[src/ctrlPkg.sv]
/*
  Shared lane-controller types: register index, opcode and select
  enums, and the control structs carried down the pipeline
*/
package ctrlPkg;

  typedef logic [4:0] regAddrT;           // Architectural register index, x0 reads as zero

  // RV32I major opcodes handled by this lane
  typedef enum logic [6:0] {
    opLoad   = 7'b0000011,
    opOpImm  = 7'b0010011,
    opAuipc  = 7'b0010111,
    opStore  = 7'b0100011,
    opOp     = 7'b0110011,
    opLui    = 7'b0110111,
    opBranch = 7'b1100011,
    opJalr   = 7'b1100111,
    opJal    = 7'b1101111
  } opcodeE;

  typedef enum logic [2:0] {
    immI = 3'b000,                        // 12-bit signed, loads and ALU immediates
    immS = 3'b001,                        // Split store offset
    immB = 3'b010,                        // Branch offset, bit 0 implied
    immJ = 3'b011,                        // Jump offset
    immU = 3'b100                         // Upper 20 bits
  } immSrcE;

  typedef enum logic [2:0] {
    resAlu     = 3'b000,
    resMem     = 3'b001,
    resPcPlus4 = 3'b010                   // Link address for jal/jalr
  } resultSrcE;

  typedef enum logic [1:0] {
    fwdNone = 2'b00,                      // Operand from the register file
    fwdWb   = 2'b01,
    fwdMem  = 2'b10
  } fwdSelE;

  ////////////////////////////////////////////////////////////
  // Per-stage control words
  ////////////////////////////////////////////////////////////

  typedef struct packed {
    logic       regWrite;
    immSrcE     immSrc;
    logic       aluSrcA;                  // 1 selects PC
    logic       aluSrcB;                  // 1 selects immediate
    logic       memRead;
    logic       memWrite;
    resultSrcE  resultSrc;
    logic       branch;
    logic       jump;
    logic       aluOp;                    // 0 for address add, 1 decodes funct3
    logic       subArith;                 // sub, sra, slt, sltu
    logic [2:0] funct3;
    logic [6:0] funct7;
    regAddrT    rs1;
    regAddrT    rs2;
    regAddrT    rd;
    logic       valid;
  } decodeCtrlT;

  typedef struct packed {
    logic       regWrite;
    logic       memRead;
    logic       memWrite;
    resultSrcE  resultSrc;
    logic [2:0] funct3;                   // Access size and sign for the LSU
    regAddrT    rd;
    logic       valid;
  } memCtrlT;

  typedef struct packed {
    logic      regWrite;
    resultSrcE resultSrc;
    regAddrT   rd;
  } wbCtrlT;

  // One other lane's destination in a given stage
  typedef struct packed {
    regAddrT rd;
    logic    regWrite;
  } laneWrT;

endpackage

[src/ctrlPipe.sv]
/*
  Execute, Memory and Writeback control registers with stall/flush,
  struct narrowing per stage and branch resolution in Execute
*/
`timescale 1ns/1ps

module ctrlPipe (
  input  logic                clk,
  input  logic                rstN,
  input  logic                stallD,     // Decode holds its instruction
  input  logic                flushD,     // Decode slot becomes a bubble
  input  logic                stallE,
  input  logic                flushE,
  input  logic                stallM,
  input  logic                flushM,
  input  logic                stallW,
  input  logic                flushW,
  input  ctrlPkg::decodeCtrlT ctrlD,
  input  logic [1:0]          flagsE,     // {eq, lt} from the comparator
  output ctrlPkg::decodeCtrlT exCtrl,
  output ctrlPkg::memCtrlT    memCtrl,
  output ctrlPkg::wbCtrlT     wbCtrl,
  output logic                pcSrcE      // Redirect fetch
);
  import ctrlPkg::*;

  logic       validD;                     // Decode slot holds a real instruction
  decodeCtrlT exNext;
  memCtrlT    memNext;
  wbCtrlT     wbNext;
  logic       eqE;
  logic       ltE;
  logic       branchFlag;
  logic       takenE;

  ////////////////////////////////////////////////////////////
  // Decode occupancy
  ////////////////////////////////////////////////////////////

  always_ff @(posedge clk) begin
    if (!rstN || flushD) begin
      validD <= 1'b0;
    end else if (!stallD) begin
      validD <= 1'b1;                     // Next fetched word enters Decode
    end
  end

  assign exNext = validD ? ctrlD : '0;    // Flushed Decode slot enters Execute as a bubble

  ////////////////////////////////////////////////////////////
  // Stage registers, flush wins over stall
  ////////////////////////////////////////////////////////////

  always_ff @(posedge clk) begin
    if (!rstN || flushE) begin
      exCtrl <= '0;
    end else if (!stallE) begin
      exCtrl <= exNext;
    end
  end

  // Memory keeps only what the LSU and later stages need
  assign memNext = '{
    regWrite:  exCtrl.regWrite,
    memRead:   exCtrl.memRead,
    memWrite:  exCtrl.memWrite,
    resultSrc: exCtrl.resultSrc,
    funct3:    exCtrl.funct3,
    rd:        exCtrl.rd,
    valid:     exCtrl.valid
  };

  always_ff @(posedge clk) begin
    if (!rstN || flushM) begin
      memCtrl <= '0;
    end else if (!stallM) begin
      memCtrl <= memNext;
    end
  end

  assign wbNext = '{
    regWrite:  memCtrl.regWrite,
    resultSrc: memCtrl.resultSrc,
    rd:        memCtrl.rd
  };

  always_ff @(posedge clk) begin
    if (!rstN || flushW) begin
      wbCtrl <= '0;
    end else if (!stallW) begin
      wbCtrl <= wbNext;
    end
  end

  ////////////////////////////////////////////////////////////
  // Branch resolution
  ////////////////////////////////////////////////////////////

  assign eqE        = flagsE[1];
  assign ltE        = flagsE[0];
  assign branchFlag = exCtrl.funct3[2] ? ltE : eqE;   // blt/bge/bltu/bgeu use lt
  assign takenE     = branchFlag ^ exCtrl.funct3[0];  // bne, bge, bgeu invert
  assign pcSrcE     = exCtrl.jump | (exCtrl.branch & takenE);

  // A flushed stage carries a bubble on the following cycle
  assert property (@(posedge clk) disable iff (!rstN) flushE |=> !exCtrl.valid)
    else $error("Execute still valid after flush");
  assert property (@(posedge clk) disable iff (!rstN) flushM |=> !memCtrl.valid)
    else $error("Memory still valid after flush");
  assert property (@(posedge clk) disable iff (!rstN) flushW |=> !wbCtrl.regWrite)
    else $error("Writeback still writes after flush");  // No valid bit in Writeback

endmodule

[src/hazardUnit.sv]
/*
  Operand forwarding selection across the lanes of a bundle
  and the load-use stall for Decode
*/
`timescale 1ns/1ps

module hazardUnit #(
  parameter int NumLanes = 4              // Lanes in the bundle, this one included
) (
  input  ctrlPkg::decodeCtrlT               ctrlD,
  input  ctrlPkg::decodeCtrlT               exCtrl,
  input  ctrlPkg::memCtrlT                  memCtrl,
  input  ctrlPkg::wbCtrlT                   wbCtrl,
  input  ctrlPkg::laneWrT [NumLanes-2:0]    otherMem,  // Other lanes in Memory
  input  ctrlPkg::laneWrT [NumLanes-2:0]    otherWb,   // Other lanes in Writeback
  output ctrlPkg::fwdSelE                   fwdA,
  output ctrlPkg::fwdSelE                   fwdB,
  output logic [$clog2(NumLanes)-1:0]       laneSelA,  // 0 is this lane
  output logic [$clog2(NumLanes)-1:0]       laneSelB,
  output logic                              loadStallD
);
  import ctrlPkg::*;

  localparam int SelW = $clog2(NumLanes);

  logic matchDE;                          // Decode source hits the Execute destination

  // Lowest priority first, so each later hit overrides
  function automatic void pickSource(
    input  regAddrT         rs,
    output fwdSelE          sel,
    output logic [SelW-1:0] lane
  );
    sel  = fwdNone;
    lane = '0;
    if (rs != '0) begin                   // x0 is never forwarded
      for (int k = NumLanes - 2; k >= 0; k--) begin
        if (otherWb[k].regWrite && (otherWb[k].rd == rs)) begin
          sel  = fwdWb;
          lane = SelW'(k + 1);
        end
      end
      if (wbCtrl.regWrite && (wbCtrl.rd == rs)) begin
        sel  = fwdWb;
        lane = '0;
      end
      for (int k = NumLanes - 2; k >= 0; k--) begin
        if (otherMem[k].regWrite && (otherMem[k].rd == rs)) begin
          sel  = fwdMem;
          lane = SelW'(k + 1);
        end
      end
      if (memCtrl.regWrite && (memCtrl.rd == rs)) begin
        sel  = fwdMem;                    // Own Memory stage is the newest
        lane = '0;
      end
    end
  endfunction

  ////////////////////////////////////////////////////////////
  // Forwarding for the Execute sources
  ////////////////////////////////////////////////////////////

  always_comb begin
    pickSource(exCtrl.rs1, fwdA, laneSelA);
    pickSource(exCtrl.rs2, fwdB, laneSelB);
  end

  // Load result arrives too late to forward into Execute
  assign matchDE    = (exCtrl.rd != '0) &&
                      ((exCtrl.rd == ctrlD.rs1) || (exCtrl.rd == ctrlD.rs2));
  assign loadStallD = exCtrl.memRead & matchDE;

  always_comb begin
    assert final (!((exCtrl.rs1 == '0) && (fwdA != fwdNone)))
      else $error("rs1 of x0 selected a forwarded operand");
    assert final (!((exCtrl.rs2 == '0) && (fwdB != fwdNone)))
      else $error("rs2 of x0 selected a forwarded operand");
  end

endmodule

[src/instrDecoder.sv]
/*
  RV32I base decoder with exact funct3/funct7 checks,
  control word selection per opcode and the illegal flag
*/
`timescale 1ns/1ps

module instrDecoder (
  input  logic [31:0]         instr,      // Instruction in Decode
  output ctrlPkg::decodeCtrlT ctrl,       // Decoded controls, zero when illegal
  output logic                illegal
);
  import ctrlPkg::*;

  opcodeE     opcode;
  logic [2:0] funct3;
  logic [6:0] funct7;
  logic       funct7Zero;                 // Most R-type and shifts
  logic       funct7Alt;                  // sub, sra, srai
  logic       opImmLegal;
  logic       opLegal;
  logic       loadLegal;
  logic       storeLegal;
  logic       branchLegal;
  logic       jalrLegal;
  logic       legal;
  logic       subOp;
  logic       sraOp;
  logic       sltOp;
  decodeCtrlT base;                       // Controls before field fill-in

  // Packs the opcode-level part of the control word
  function automatic decodeCtrlT ctrlWord(
    input logic      regWrite,
    input immSrcE    immSrc,
    input logic      aluSrcA,
    input logic      aluSrcB,
    input logic      memRead,
    input logic      memWrite,
    input resultSrcE resultSrc,
    input logic      branch,
    input logic      jump,
    input logic      aluOp
  );
    decodeCtrlT w;
    w           = '0;
    w.regWrite  = regWrite;
    w.immSrc    = immSrc;
    w.aluSrcA   = aluSrcA;
    w.aluSrcB   = aluSrcB;
    w.memRead   = memRead;
    w.memWrite  = memWrite;
    w.resultSrc = resultSrc;
    w.branch    = branch;
    w.jump      = jump;
    w.aluOp     = aluOp;
    return w;
  endfunction

  assign opcode = opcodeE'(instr[6:0]);
  assign funct3 = instr[14:12];
  assign funct7 = instr[31:25];

  ////////////////////////////////////////////////////////////
  // Legality per major opcode
  ////////////////////////////////////////////////////////////

  assign funct7Zero  = (funct7 == 7'b0000000);
  assign funct7Alt   = (funct7 == 7'b0100000);
  assign opImmLegal  = (funct3 == 3'b001) ? funct7Zero :               // slli
                       (funct3 == 3'b101) ? (funct7Zero | funct7Alt) : // srli, srai
                       1'b1;
  assign opLegal     = funct7Zero | (funct7Alt & (funct3 == 3'b000 | funct3 == 3'b101));
  assign loadLegal   = funct3 inside {3'b000, 3'b001, 3'b010, 3'b100, 3'b101};
  assign storeLegal  = funct3 inside {3'b000, 3'b001, 3'b010};
  assign branchLegal = (funct3[2:1] != 2'b01);                       // 010 and 011 reserved
  assign jalrLegal   = (funct3 == 3'b000);

  // Main decode, one control word per opcode
  always_comb begin
    base  = '0;
    legal = 1'b0;
    case (opcode)
      opLoad:   begin
        legal = loadLegal;
        base  = ctrlWord(1'b1, immI, 1'b0, 1'b1, 1'b1, 1'b0, resMem, 1'b0, 1'b0, 1'b0);
      end
      opStore:  begin
        legal = storeLegal;
        base  = ctrlWord(1'b0, immS, 1'b0, 1'b1, 1'b0, 1'b1, resAlu, 1'b0, 1'b0, 1'b0);
      end
      opOpImm:  begin
        legal = opImmLegal;
        base  = ctrlWord(1'b1, immI, 1'b0, 1'b1, 1'b0, 1'b0, resAlu, 1'b0, 1'b0, 1'b1);
      end
      opOp:     begin
        legal = opLegal;
        base  = ctrlWord(1'b1, immI, 1'b0, 1'b0, 1'b0, 1'b0, resAlu, 1'b0, 1'b0, 1'b1);
      end
      opLui:    begin
        legal = 1'b1;
        base  = ctrlWord(1'b1, immU, 1'b0, 1'b1, 1'b0, 1'b0, resAlu, 1'b0, 1'b0, 1'b0);
      end
      opAuipc:  begin
        legal = 1'b1;                     // PC + upper immediate
        base  = ctrlWord(1'b1, immU, 1'b1, 1'b1, 1'b0, 1'b0, resAlu, 1'b0, 1'b0, 1'b0);
      end
      opBranch: begin
        legal = branchLegal;              // ALU forms the target
        base  = ctrlWord(1'b0, immB, 1'b1, 1'b1, 1'b0, 1'b0, resAlu, 1'b1, 1'b0, 1'b0);
      end
      opJal:    begin
        legal = 1'b1;
        base  = ctrlWord(1'b1, immJ, 1'b1, 1'b1, 1'b0, 1'b0, resPcPlus4, 1'b0, 1'b1, 1'b0);
      end
      opJalr:   begin
        legal = jalrLegal;                // Target from rs1 + imm
        base  = ctrlWord(1'b1, immI, 1'b0, 1'b1, 1'b0, 1'b0, resPcPlus4, 1'b0, 1'b1, 1'b0);
      end
      default:  legal = 1'b0;             // Unknown major opcode
    endcase
  end

  // instr[5] separates sub from addi
  assign subOp = (funct3 == 3'b000) & funct7[5] & instr[5];
  assign sraOp = (funct3 == 3'b101) & funct7[5];
  assign sltOp = (funct3 == 3'b010) | (funct3 == 3'b011);

  // Register fields are passed unqualified by format
  always_comb begin
    ctrl = '0;
    if (legal) begin
      ctrl          = base;
      ctrl.subArith = base.aluOp & (subOp | sraOp | sltOp);
      ctrl.funct3   = funct3;
      ctrl.funct7   = funct7;
      ctrl.rs1      = instr[19:15];
      ctrl.rs2      = instr[24:20];
      ctrl.rd       = instr[11:7];
      ctrl.valid    = 1'b1;
    end
  end

  assign illegal = ~legal;

  always_comb begin
    assert final (!(illegal && (ctrl.regWrite || ctrl.memWrite)))
      else $error("illegal instruction drives a register or memory write");
  end

endmodule

[src/laneController.sv]
/*
  Lane control unit top level
  Decoder, pipelined control registers and hazard unit
*/
`timescale 1ns/1ps

module laneController #(
  parameter int NumLanes = 4
) (
  input  logic                            clk,
  input  logic                            rstN,
  input  logic [31:0]                     instrD,
  input  logic                            stallD,
  input  logic                            flushD,
  input  logic                            stallE,
  input  logic                            flushE,
  input  logic                            stallM,
  input  logic                            flushM,
  input  logic                            stallW,
  input  logic                            flushW,
  input  logic [1:0]                      flagsE,      // {eq, lt}
  input  ctrlPkg::laneWrT [NumLanes-2:0]  otherMem,
  input  ctrlPkg::laneWrT [NumLanes-2:0]  otherWb,
  output ctrlPkg::decodeCtrlT             ctrlD,
  output logic                            illegalD,
  output ctrlPkg::decodeCtrlT             exCtrl,
  output ctrlPkg::memCtrlT                memCtrl,
  output ctrlPkg::wbCtrlT                 wbCtrl,
  output logic                            pcSrcE,
  output ctrlPkg::fwdSelE                 fwdA,
  output ctrlPkg::fwdSelE                 fwdB,
  output logic [$clog2(NumLanes)-1:0]     laneSelA,
  output logic [$clog2(NumLanes)-1:0]     laneSelB,
  output logic                            loadStallD
);

  instrDecoder decoder (
    .instr   (instrD),
    .ctrl    (ctrlD),
    .illegal (illegalD)
  );

  ctrlPipe pipe (
    .clk, .rstN,
    .stallD, .flushD, .stallE, .flushE,
    .stallM, .flushM, .stallW, .flushW,
    .ctrlD, .flagsE,
    .exCtrl, .memCtrl, .wbCtrl, .pcSrcE
  );

  hazardUnit #(.NumLanes(NumLanes)) hazard (
    .ctrlD, .exCtrl, .memCtrl, .wbCtrl,
    .otherMem, .otherWb,
    .fwdA, .fwdB, .laneSelA, .laneSelB,
    .loadStallD
  );

endmodule

[config.mk]
export PLATFORM = sky130hd
export DESIGN_NAME = laneController
export DESIGN_NICKNAME = d
export VERILOG_FILES = /design/src/ctrlPkg.sv /design/src/ctrlPipe.sv /design/src/hazardUnit.sv /design/src/instrDecoder.sv /design/src/laneController.sv
export SDC_FILE = /design/constraint.sdc
export NUM_CORES = 1
export LEC_CHECK = 0
export BUFFER_PORTS_ARGS = -buffer_cell sky130_fd_sc_hd__buf_2
export CORE_AREA = 3 3 100 102
export DETAILED_ROUTE_END_ITERATION = 7
export DIE_AREA = 0 0 103 105
export GPL_TIMING_DRIVEN = 1
export PLACE_DENSITY = 0.79
export SKIP_LAST_GASP = 1
export SYNTH_ARGS = -nofsm -noshare
export SYNTH_HDL_FRONTEND = slang
export SYNTH_SLANG_ARGS = --single-unit
[constraint.sdc]
create_clock -name clk -period 3.6 [get_ports clk]
set_input_delay 0.54 -clock clk [delete_from_list [all_inputs] [get_ports clk]]
set_output_delay 0.54 -clock clk [all_outputs]
set_load 0.02 [all_outputs]
==> After elaboration in Yosys (flattened, before gate mapping) <==
Index checks and enable logic that the tools add are counted.
{ "totals": {"out_inout_bits": 117, "ff_bits": 66} }
{ "classes": {"eq_ne": 34, "reduce_logical": 31, "bitwise_logic": 16, "muxes": 43} }
{ "ops": {"columns": ["op", "count"], "rows": [
  ["41-bit one-hot mux with 9 select lines", 1],
  ["5-bit equality test", 18],
  ["41-bit 2-to-1 mux", 2],
  ["2-bit 2-to-1 mux", 28],
  ["7-bit by 6-bit equality test with 1-bit output, second input constant", 4],
  ["7-bit equality test, second input constant", 3],
  ["5-bit nonzero test", 4],
  ["1-bit logical AND", 17],
  ["7-bit by 5-bit equality test with 1-bit output, second input constant", 2],
  ["1-bit 2-to-1 mux", 11],
  ["1-bit bitwise AND", 7],
  ["7-bit by 2-bit equality test with 1-bit output, second input constant", 1],
  ["7-bit logical NOT", 1],
  ["1-bit bitwise OR", 7],
  ["1-bit one-hot mux with 7 select lines", 1],
  ["3-bit by 2-bit equality test with 1-bit output, second input constant", 2],
  ["3-bit equality test, second input constant", 2],
  ["1-bit logical OR", 5],
  ["3-bit by 1-bit equality test with 1-bit output, second input constant", 1],
  ["3-bit logical NOT", 1],
  ["3-bit nonzero test", 1],
  ["3-bit OR reduction", 1],
  ["2-bit by 1-bit inequality test with 1-bit output, second input constant", 1],
  ["1-bit logical NOT", 1],
  ["2 further kinds", 2]
]} }

==> Logic depth before layout (Yosys ltp) <==
Gate-level depths: netlist of run 1.
{ "depth": {"word_depth": 11, "depth_mapped": 11} }

==> Modules after synthesis <==
A second synthesis of run 1 with hierarchy kept.
{ "unflattened": {"cells_unflattened": 502, "hier_area_um2": 4620.7} }
{ "by_module_without_submodules": {"columns": ["module", "seq_area_each_um2", "area_each_um2", "instances", "cells_each"], "rows": [
  ["ctrlPipe", 1321.3, 2671.3, 1, 225],
  ["hazardUnit", 0.0, 1323.8, 1, 176],
  ["instrDecoder", 0.0, 625.6, 1, 101]
]} }

==> Worst setup path after synthesis of run 1 <==
No wires, ideal clock.
{ "synth_timing": {"path_type": "input-to-output", "from": "in instrD[26]", "to": "out loadStallD", "arrival_ns": 2.488, "path_stages": 10, "path_buffers": 2, "setup_slack_ns": 0.572, "cell_sequence": "or4_4 -> o32ai_4 -> nand3_2 -> o21ai_2 -> buf_6 -> inv_4 -> buf_6 -> nor4_4 -> o21ai_2 -> a21oi_2"} }
{ "synth_via": {"elab_chain_len": 10, "elab_cells_between_ends": 14, "cone_classes": "eq/ne: 3; mux: 4; bitwise: 4; reduce/logical: 3"} }
{ "synth_rtl": {"columns": ["element", "line_no", "rtl"], "rows": [
  ["from (decl)", "laneController.sv:12", "input logic [31:0] instrD,"],
  ["7-bit by 6-bit equality test with 1-bit output / 7-bit logical NOT (equally long branches)", "instrDecoder.sv:68, instrDecoder.sv:67", null],
  ["1-bit bitwise OR", "instrDecoder.sv:70", "(funct3 == 3'b101) ? (funct7Zero | funct7Alt) :"],
  ["1-bit 2-to-1 mux", "instrDecoder.sv:70", null],
  ["1-bit 2-to-1 mux", "instrDecoder.sv:69", "assign opImmLegal = (funct3 == 3'b001) ? funct7Zero :"],
  ["1-bit one-hot mux with 7 select lines *", "instrDecoder.sv:82", "case (opcode)"],
  ["41-bit 2-to-1 mux *", "instrDecoder.sv:131", "if (legal) begin"],
  ["5-bit equality test", "hazardUnit.sv:71", "((exCtrl.rd == ctrlD.rs1) || (exCtrl.rd == ctrlD.rs2));"],
  ["1-bit logical OR *", "hazardUnit.sv:71", null],
  ["1-bit logical AND *", "hazardUnit.sv:70", "assign matchDE = (exCtrl.rd != '0) &&"],
  ["1-bit bitwise AND *", "hazardUnit.sv:72", "assign loadStallD = exCtrl.memRead & matchDE;"],
  ["to (decl)", "laneController.sv:34", "output logic loadStallD"]
]} }
Mark *: on every way between the ends. The rest lies on a longest branch, timed or not.

==> Final worst setup path of run 1 <==
Same ends and word-level chain as after synthesis.

==> impl_metrics.yaml, run 1 <==
final_layout:
  final_area_sq_mm: 0.00520
  diodes: 0
  area_growth_pct: 26.5
  drive_above_1_share_pct: 32.4
  final_common_cell: "buf_2"
  layout.nets: 755
  fill_cells: 857
  final_cell_mix: "buf_2, nor2_1, xor2_1, dfxtp_1, a22oi_1"
drt:
  via_per_inst: 5.57
  ant_nets: 0
  vias: 4403
  drt-initial-drc-count: 217
  routedWlPerCell_um: 17.7
  dr.pass1.iters: 5
  drc: 0
  wl_um: 14000
power:
  p_switching_mw: 0.375
  powerDensity_mw_per_mm2: 280
  power_frac_seq_pct: 45.7
  leakagePower_nw: 2.67
  pwr-share-comb_pct: 13.9
  p_sw_share_pct: 25.8
  internal_power_mw: 1.08
  p_clk_share_pct: 40.4
  vdd_drop_max_uv: 233
synth:
  synth_seq_cells: 60
  ys_warn_count: 0
  synth.distinct_cells: 55
  avgSynthCellArea_sq_um: 8.02
  yosysSeqAreaShare_pct: 29.3
  synthFlopType: "dfxtp_1"
  synthesis.area_sq_mm: 0.00411
  synth_area_leaders: "dfxtp_1, xor2_1, nor2_1"
  yosysTopAreaCell: "dfxtp_1"
  synth_edf_count: 0
  async_reset_ff_share_pct: 0
  synthCells: 512
  synth_top_area_share_pct: 29.3
clock_tree:
  h-tree-depth: 3
  cts_setup_buffers: 0
  clk_pin_slew_ps: 60
  clk_latency_ps: 330
  cts_sinks: 60
  cts-resized-gates: 0
  cts_hold_buf: 0
  clock-root-buffer: "clkbuf_8"
  cts_buffers: 9
  cts_tree: "yes"
  cts_max_path_buffers: 2
flow_run:
  maxCapViolCount: 0
timing:
  rsz0062_at_grt: "no"
  min_period_ps: 3240
  slew_violations: 0
  clock-skew-final_ps: 5.39
  tns_ps: 0
  hold_violations: 0
  tightest_slew_ps: 723
  timing.final.crit_share_pct: 89.9
  slew-limit-headroom_pct: 51.8
  max_freq_ghz: 0.309
  setup_viol: 0
floorplan:
  io_pins: 197
  die_w_um: 103
  rows: 35
  start_util_pct: 44.7
  dieHeight_um: 105
  core-area_sq_mm: 0.00920
  dieArea_sq_mm: 0.0108
critical_path:
  cp_max_fo: 28
  critical_path_class: "primary input to primary output"
  path_cells: "buf_2 > or4_4 > o32ai_4 > nand3_2 > o21ai_2 > buf_4 > a2111oi_0 > o21ai_0 > a21oi_2 > buf_2"
  max_stage_delay_ps: 540
  cpLargestDelayFamily: "compound AO/OA/AOI/OAI gates"
  worstSetupStartpointType: "primary input"
  critical_path_buf_inv_count: 3
  cp_slowest_cell: "or4_4"
  cp-end-kind: "primary output"
  worstPathArrival_ps: 2700
  required_ps: 3060
  cp_common_cell: "buf_2"
grt:
  grt_pass1_vias: 4343
  overflow: 0
  grt_start_max_net_pins: 40
  antenna_found_initial: 0
  grt_usage_pct: 25.0
  grt_pass1_wl_um: 21500
placed_design:
  dp_hpwl_um: 10500
  place.gp.congestion: 0.916
  place_area_sq_mm: 0.00501
  port_buffers: 192
hold_path:
  hold_path_class: "primary input to flop"
outcome:
  status: "completed"
metrics by stage:
stage	total power, mW	std cells	util [%]	setup slack, ps	hold WS [ps]
4_1_cts	1.46	790	56.5	360	370
2_1_floorplan	0.793	515	-	572	476
3_3_place_gp	0.874	775	54.5	430	456
6_report	1.45	790	56.5	365	387
5_1_grt	1.51	790	56.5	258	377
3_5_place_dp	0.879	775	54.5	372	455
synth_stat cells (2+ instances only):
library cell,instances
inv_1,13
xnor2_1,23
o21ai_2,2
or3_1,2
nand3_1,3
or2_2,2
buf_6,2
mux2i_1,23
o211a_1,2
a22oi_1,34
and3_1,15
dfxtp_1,60
and3b_1,2
buf_2,5
nor3_1,9
clkbuf_1,25
nor2b_1,6
nand4_1,5
nand2b_1,6
o21a_1,3
a31oi_1,3
a21oi_1,13
buf_4,10
nor4_1,16
o21bai_1,2
xor2_1,60
nor2_1,81
nor3b_1,4
o22ai_1,3
buf_1,5
o21ai_0,10
a32oi_1,2
and2_1,24
or4_1,2
nand2_1,14
a211oi_1,2
final timing paths:
check	slack [ps]	from	cells past startpoint	endpoint
min	390	flushD	2	pipe.validD
min reg2reg	470	pipe.exCtrl[38]	2	pipe.exCtrl[38]
max	360	instrD[26]	10	loadStallD
max reg2reg	2030	pipe.validD	5	pipe.exCtrl[38]
worst register-to-register path, stage by stage (launching register included):
cell	delay (ps)
dfxtp_1	350
nor2b_1	360
and2_1	200
buf_4	290
o21ai_0	150
a21oi_1	150
routing by layer:
layer  vias up  track usage (%)  wire length [um]  share of wire (%)
li1       2079                -                 -                  -
met1      2080             29.3              5690                 41
met2       223             44.3              6910                 49
met3        21             5.54              1160                8.3
met4         0             7.96               210                1.5
met5         -                0                 0                  0
layout make-up:
| class | instances | area [sq um] | area share (%) |
|---|---|---|---|
| flip-flops and latches | 60 | 1200 | 23.1 |
| inverters | 14 | 55.1 | 1.06 |
| well taps | 111 | 139 | 2.67 |
| clock inverters | 2 | 35.0 | 0.674 |
| clock buffers | 13 | 149 | 2.87 |
| multi-input cells | 394 | 2630 | 50.5 |
| repair buffers | 196 | 991 | 19.1 |
registers in the layout, indices dropped and copies added, names as in the netlist:
register / count
pipe.validD: 1
pipe.exCtrl: 38
pipe.memCtrl: 13
pipe.wbCtrl: 8
kinds of logic after synthesis:
| kind of cell | synth area share (%) |
|---|---|
| AND/OR/NAND/NOR | 25.0 |
| buffers and inverters | 7.07 |
| other | 0.0913 |
| XOR/XNOR | 17.7 |
| flip-flops | 29.3 |
| AO/OA/AOI/OAI | 15.3 |
| multiplexers | 5.61 |
power groups by stage:
stage	Combinational [mW]	Clock, mW	Sequential, mW
floorplan	0.113	0	0.680
global placement	0.194	0	0.680
detailed placement	0.199	0	0.680
CTS	0.200	0.597	0.665
global route	0.220	0.626	0.665
finish	0.202	0.587	0.665
No activity file was read; power rests on OpenSTA's default activity.
==> inputs of run 2 (changes only) <==
==> constraint.sdc (replaced) <==
create_clock -name clk -period 4.02 [get_ports clk]
set_input_delay 0.603 -clock clk [delete_from_list [all_inputs] [get_ports clk]]
set_output_delay 0.603 -clock clk [all_outputs]
set_load 0.02 [all_outputs]
==> run 2 against run 1 <==
Net effect: global-route usage fell by 0.081 points; critical endpoint unchanged; combinational power fell by 11%; power fell by 13%; via count fell by 2.0%; sequential power fell by 10%; register-to-register slack improved by 140 ps; largest power group unchanged; design area fell by 0.26%; critical path type unchanged.
==> impl_metrics.yaml, run 2 (synthesized netlist as in run 1, its figures left out) <==
outcome:
  status: "completed"
final_layout:
  largest_reg_flops: 38
  final_area_sq_mm: 0.00518
  largest-register: "pipe.exCtrl"
  fill_cells: 899
  largest_registers: "pipe.exCtrl x38, pipe.memCtrl x13, pipe.wbCtrl x8"
  final_cell_mix: "buf_2, nor2_1, xor2_1, dfxtp_1, a22oi_1"
  final_common_cell: "buf_2"
  area_growth_pct: 26.2
  layout.nets: 754
  drive_above_1_share_pct: 32.6
flow_run:
  maxCapViolCount: 0
floorplan:
  rows: 35
  dieArea_sq_mm: 0.0108
  dieHeight_um: 105
  start_util_pct: 44.7
  io_pins: 197
  core-area_sq_mm: 0.00920
  die_w_um: 103
hold_path:
  worstHoldStart: "flushD"
  hold_path_class: "primary input to flop"
drt:
  wl_um: 13800
  ant_nets: 0
  vias: 4317
  dr.pass1.iters: 4
  drt-initial-drc-count: 205
  drc: 0
  routedWlPerCell_um: 17.5
  via_per_inst: 5.47
clock_tree:
  clock-root-buffer: "clkbuf_8"
  clk_latency_ps: 330
  cts_buffers: 9
  cts_max_path_buffers: 2
  h-tree-depth: 3
  cts_hold_buf: 0
  cts_tree: "yes"
  clk_pin_slew_ps: 70
  cts-resized-gates: 0
  cts_setup_buffers: 0
  cts_sinks: 60
power:
  pwr-share-comb_pct: 14.1
  p_switching_mw: 0.334
  p_sw_share_pct: 26.4
  powerDensity_mw_per_mm2: 244
  vdd_drop_max_uv: 156
  internal_power_mw: 0.932
  p_clk_share_pct: 38.8
  leakagePower_nw: 2.67
  power_frac_seq_pct: 47.1
critical_path:
  worstSetupStartpointType: "primary input"
  cp_max_fo: 28
  startpoint: "instrD[26]"
  cpLargestDelayFamily: "compound AO/OA/AOI/OAI gates"
  max_stage_delay_ps: 540
  worstReg2RegStart: "pipe.validD"
  cp_common_cell: "buf_2"
  worstPathArrival_ps: 2750
  critical_path_buf_inv_count: 3
  required_ps: 3420
  cp_slowest_cell: "or4_4"
  cp-end-kind: "primary output"
  critical_path_class: "primary input to primary output"
  path_cells: "buf_2 > or4_4 > o32ai_4 > nand3_2 > o21ai_2 > buf_4 > a2111oi_0 > o21ai_0 > a21oi_2 > buf_2"
grt:
  grt_pass1_vias: 4259
  antenna_found_initial: 0
  grt_start_max_net_pins: 40
  grt_pass1_wl_um: 21500
  overflow: 0
  grt_usage_pct: 24.9
placed_design:
  dp_hpwl_um: 10600
  place.gp.congestion: 0.921
  port_buffers: 192
  place_area_sq_mm: 0.00500
timing:
  tightest_slew_ps: 718
  hold_violations: 0
  tns_ps: 0
  slew_violations: 0
  rsz0062_at_grt: "no"
  min_period_ps: 3350
  clock-skew-final_ps: 6.89
  max_freq_ghz: 0.298
  setup_viol: 0
  timing.final.crit_share_pct: 83.4
  slew-limit-headroom_pct: 52.1
[run 2: cell count changes in the layout (fill, tap and decap cells not counted)]
cell and change:
bufinv_16 -1, buf_4 -1, clkbuf_1 -3, clkbuf_8 +2, diode_2 +1, clkinv_2 +1
[run 2: worst register-to-register path: cells and delay by family (launching register included)]
family,cells,cell delay (ps)
simple gates,3,980
compound gates,1,140
flops,1,320
buf+inv,1,350
[run 2: cell type report]
type / count / area (sq um) / share of cell area (%)
clock buffers: 12 / 165 / 3.19
multi-input cells: 394 / 2630 / 50.7
inverters: 14 / 55.1 / 1.06
clock inverters: 2 / 10.0 / 0.193
flip-flops and latches: 60 / 1200 / 23.2
well taps: 111 / 139 / 2.68
repair buffers: 195 / 983 / 19.0
diodes: 1 / 2.50 / 0.0483
[run 2: metal layers]
| metal | wire length, um | vias up | part of all wire (%) | global-route usage (%) |
|---|---|---|---|---|
| met5 | 0 | - | 0 | 0 |
| met4 | 225 | 0 | 1.6 | 8.60 |
| met3 | 999 | 21 | 7.2 | 4.94 |
| met2 | 6880 | 180 | 50 | 42.7 |
| met1 | 5730 | 2035 | 41 | 30.5 |
| li1 | - | 2081 | - | - |
[run 2: final timing paths]
check | slack, ps | end | cells after the start
hold / removal | 430 | pipe.validD | 2
hold reg to reg | 480 | pipe.exCtrl[36] | 2
setup reg to reg | 2170 | pipe.exCtrl[33] | 5
setup / recovery | 670 | loadStallD | 10
[run 2: stage by stage]
stage	instances	setup slack (ps)	util (%)	total power, mW	hold slack, ps
2_1_floorplan	515	866	-	0.710	476
3_3_place_gp	774	732	54.4	0.782	455
3_5_place_dp	774	657	54.4	0.786	472
4_1_cts	788	643	56.3	1.27	417
5_1_grt	788	469	56.3	1.32	427
6_report	789	667	56.4	1.27	432
[run 2: power by group through the flow]
stage | Clock [mW] | Sequential, mW | Combinational, mW
3_5_place_dp | 0 | 0.609 | 0.177
3_3_place_gp | 0 | 0.609 | 0.173
6_report | 0.491 | 0.596 | 0.179
2_1_floorplan | 0 | 0.609 | 0.101
4_1_cts | 0.499 | 0.596 | 0.178
5_1_grt | 0.527 | 0.595 | 0.195
==> inputs of run 3 (changes only) <==
==> constraint.sdc (replaced) <==
create_clock -name clk -period 3.12 [get_ports clk]
set_input_delay 0.468 -clock clk [delete_from_list [all_inputs] [get_ports clk]]
set_output_delay 0.468 -clock clk [all_outputs]
set_load 0.02 [all_outputs]
==> run 3 against run 2 <==
Net effect: non-clock buffer count is 9 higher; clock skew about the same; largest cell class unchanged; critical path depth did not move.
==> impl_metrics.yaml, run 3 (synthesized netlist as in run 1, its figures left out) <==
floorplan:
  start_util_pct: 44.7
  rows: 35
  dieArea_sq_mm: 0.0108
  die_w_um: 103
  core-area_sq_mm: 0.00920
  io_pins: 197
  dieHeight_um: 105
final_layout:
  diodes: 0
  largest_registers: "pipe.exCtrl x38, pipe.memCtrl x13, pipe.wbCtrl x8"
  drive_above_1_share_pct: 33.6
  largest-register: "pipe.exCtrl"
  layout.nets: 763
  final_common_cell: "buf_2"
  area_growth_pct: 30.0
  fin_util_pct: 58.0
  largest_reg_flops: 38
  final_area_sq_mm: 0.00534
  final_cell_mix: "buf_2, nor2_1, xor2_1, dfxtp_1, a22oi_1"
critical_path:
  required_ps: 2650
  worstReg2RegStart: "pipe.validD"
  cp_slowest_cell: "or4_4"
  cp-end-kind: "primary output"
  reg2reg_to: "pipe.exCtrl[6]"
  critical_path_class: "primary input to primary output"
  reg2reg_slack_ps: 1520
  cpLargestDelayFamily: "compound AO/OA/AOI/OAI gates"
  worstRegToRegCells: 5
  critical_path_buf_inv_count: 3
  worstSetupStartpointType: "primary input"
  path_cells: "buf_2 > or4_4 > o32ai_4 > nand3_2 > o21ai_4 > buf_8 > a2111oi_0 > o21ai_0 > a21oi_2 > buf_2"
  worstPathArrival_ps: 2550
  cp_max_fo: 28
  cp_common_cell: "buf_2"
  max_stage_delay_ps: 540
timing:
  max_freq_ghz: 0.331
  tightest_slew_ps: 642
  hold_violations: 0
  clock-skew-final_ps: 6.62
  slew_violations: 0
  timing.final.crit_share_pct: 96.7
  whs_ps: 277
  setup_viol: 0
  slew-limit-headroom_pct: 57.2
  min_period_ps: 3020
drt:
  vias: 4481
  via_per_inst: 5.61
  dr.pass1.iters: 5
  ant_nets: 0
  drt-initial-drc-count: 243
  routedWlPerCell_um: 17.7
  wl_um: 14100
  drc: 0
grt:
  grtUsageMet2_pct: 42.9
  grt_pass1_wl_um: 21600
  overflow: 0
  grt_usage_pct: 25.4
  grt_pass1_vias: 4332
  antenna_found_initial: 0
  use_met1_pct: 29.7
  grt_use_met3_pct: 6.41
  grt-busiest-layer: "met2"
  grt_start_max_net_pins: 39
clock_tree:
  cts_hold_buf: 0
  cts_sinks: 60
  clock-root-buffer: "clkbuf_8"
  cts_buffers: 9
  cts_tree: "yes"
  clk_pin_slew_ps: 70
  h-tree-depth: 3
  cts_max_path_buffers: 2
  clk_latency_ps: 340
outcome:
  status: "completed"
placed_design:
  place.gp.congestion: 0.918
  place_area_sq_mm: 0.00507
  port_buffers: 192
  dp_hpwl_um: 10900
power:
  powerDensity_mw_per_mm2: 352
  leakagePower_nw: 2.75
  vdd_drop_max_uv: 203
hold_path:
  hold_end: "pipe.validD"
  hold_path_class: "primary input to flop"
  hold_depth: 2
  worstHoldStart: "flushD"
flow_run:
  maxCapViolCount: 0
[run 3: cell types whose count changed in the layout (fill, tap and decap cells not counted), sizes merged]
cell / previous run / this run
clkinv: 2 / 1
diode: 1 / 0
buf: 195 / 204
bufinv: 0 / 3
[run 3: area by class of cell]
type | count | area (sq um)
Fill cell | 852 | 3860
Sequential cell | 60 | 1200
Clock inverter | 4 | 95.1
Inverter | 14 | 55.1
Multi-Input combinational cell | 394 | 2630
Clock buffer | 12 | 155
Timing Repair Buffer | 204 | 1060
Tap cell | 111 | 139
[run 3: worst max path at each step]
stage / endpoint / slack, ps / cells past startpoint / startpoint
floorplan: loadStallD / 240 / 10 / instrD[26]
global placement: loadStallD / 80 / 10 / instrD[26]
detailed placement: loadStallD / 40 / 10 / instrD[26]
CTS: loadStallD / 30 / 10 / instrD[26]
global route: loadStallD / -3 / 10 / instrD[26]
finish: loadStallD / 100 / 10 / instrD[26]
[run 3: power breakdown]
part | switching [mW] | total [mW] | internal, mW
sequential | 0.000891 | 0.767 | 0.767
combinational | 0.142 | 0.236 | 0.0942
clock | 0.304 | 0.877 | 0.573
[run 3: timing repair]
action,4_1_cts,5_1_grt
endpoints found under the setup margin,0,1
setup buffers,0,0
endpoints found under the hold margin,0,0
resized for setup,0,3
[run 3: metal layers]
layer,wire [um],up-vias
met1,5770,2108
met3,1090,36
met4,404,0
met5,0,-
li1,-,2097
met2,6880,240
[run 3: per-stage QoR]
stage / setup TNS (ps) / worst slack (ps) / cells / total power, mW
floorplan: 0 / 236 / 515 / 0.915
global placement: 0 / 84.1 / 783 / 1.01
detailed placement: 0 / 39.1 / 783 / 1.02
CTS: 0 / 28.1 / 799 / 1.89
global route: -2.55 / -2.55 / 799 / 1.94
finish: 0 / 103 / 799 / 1.88
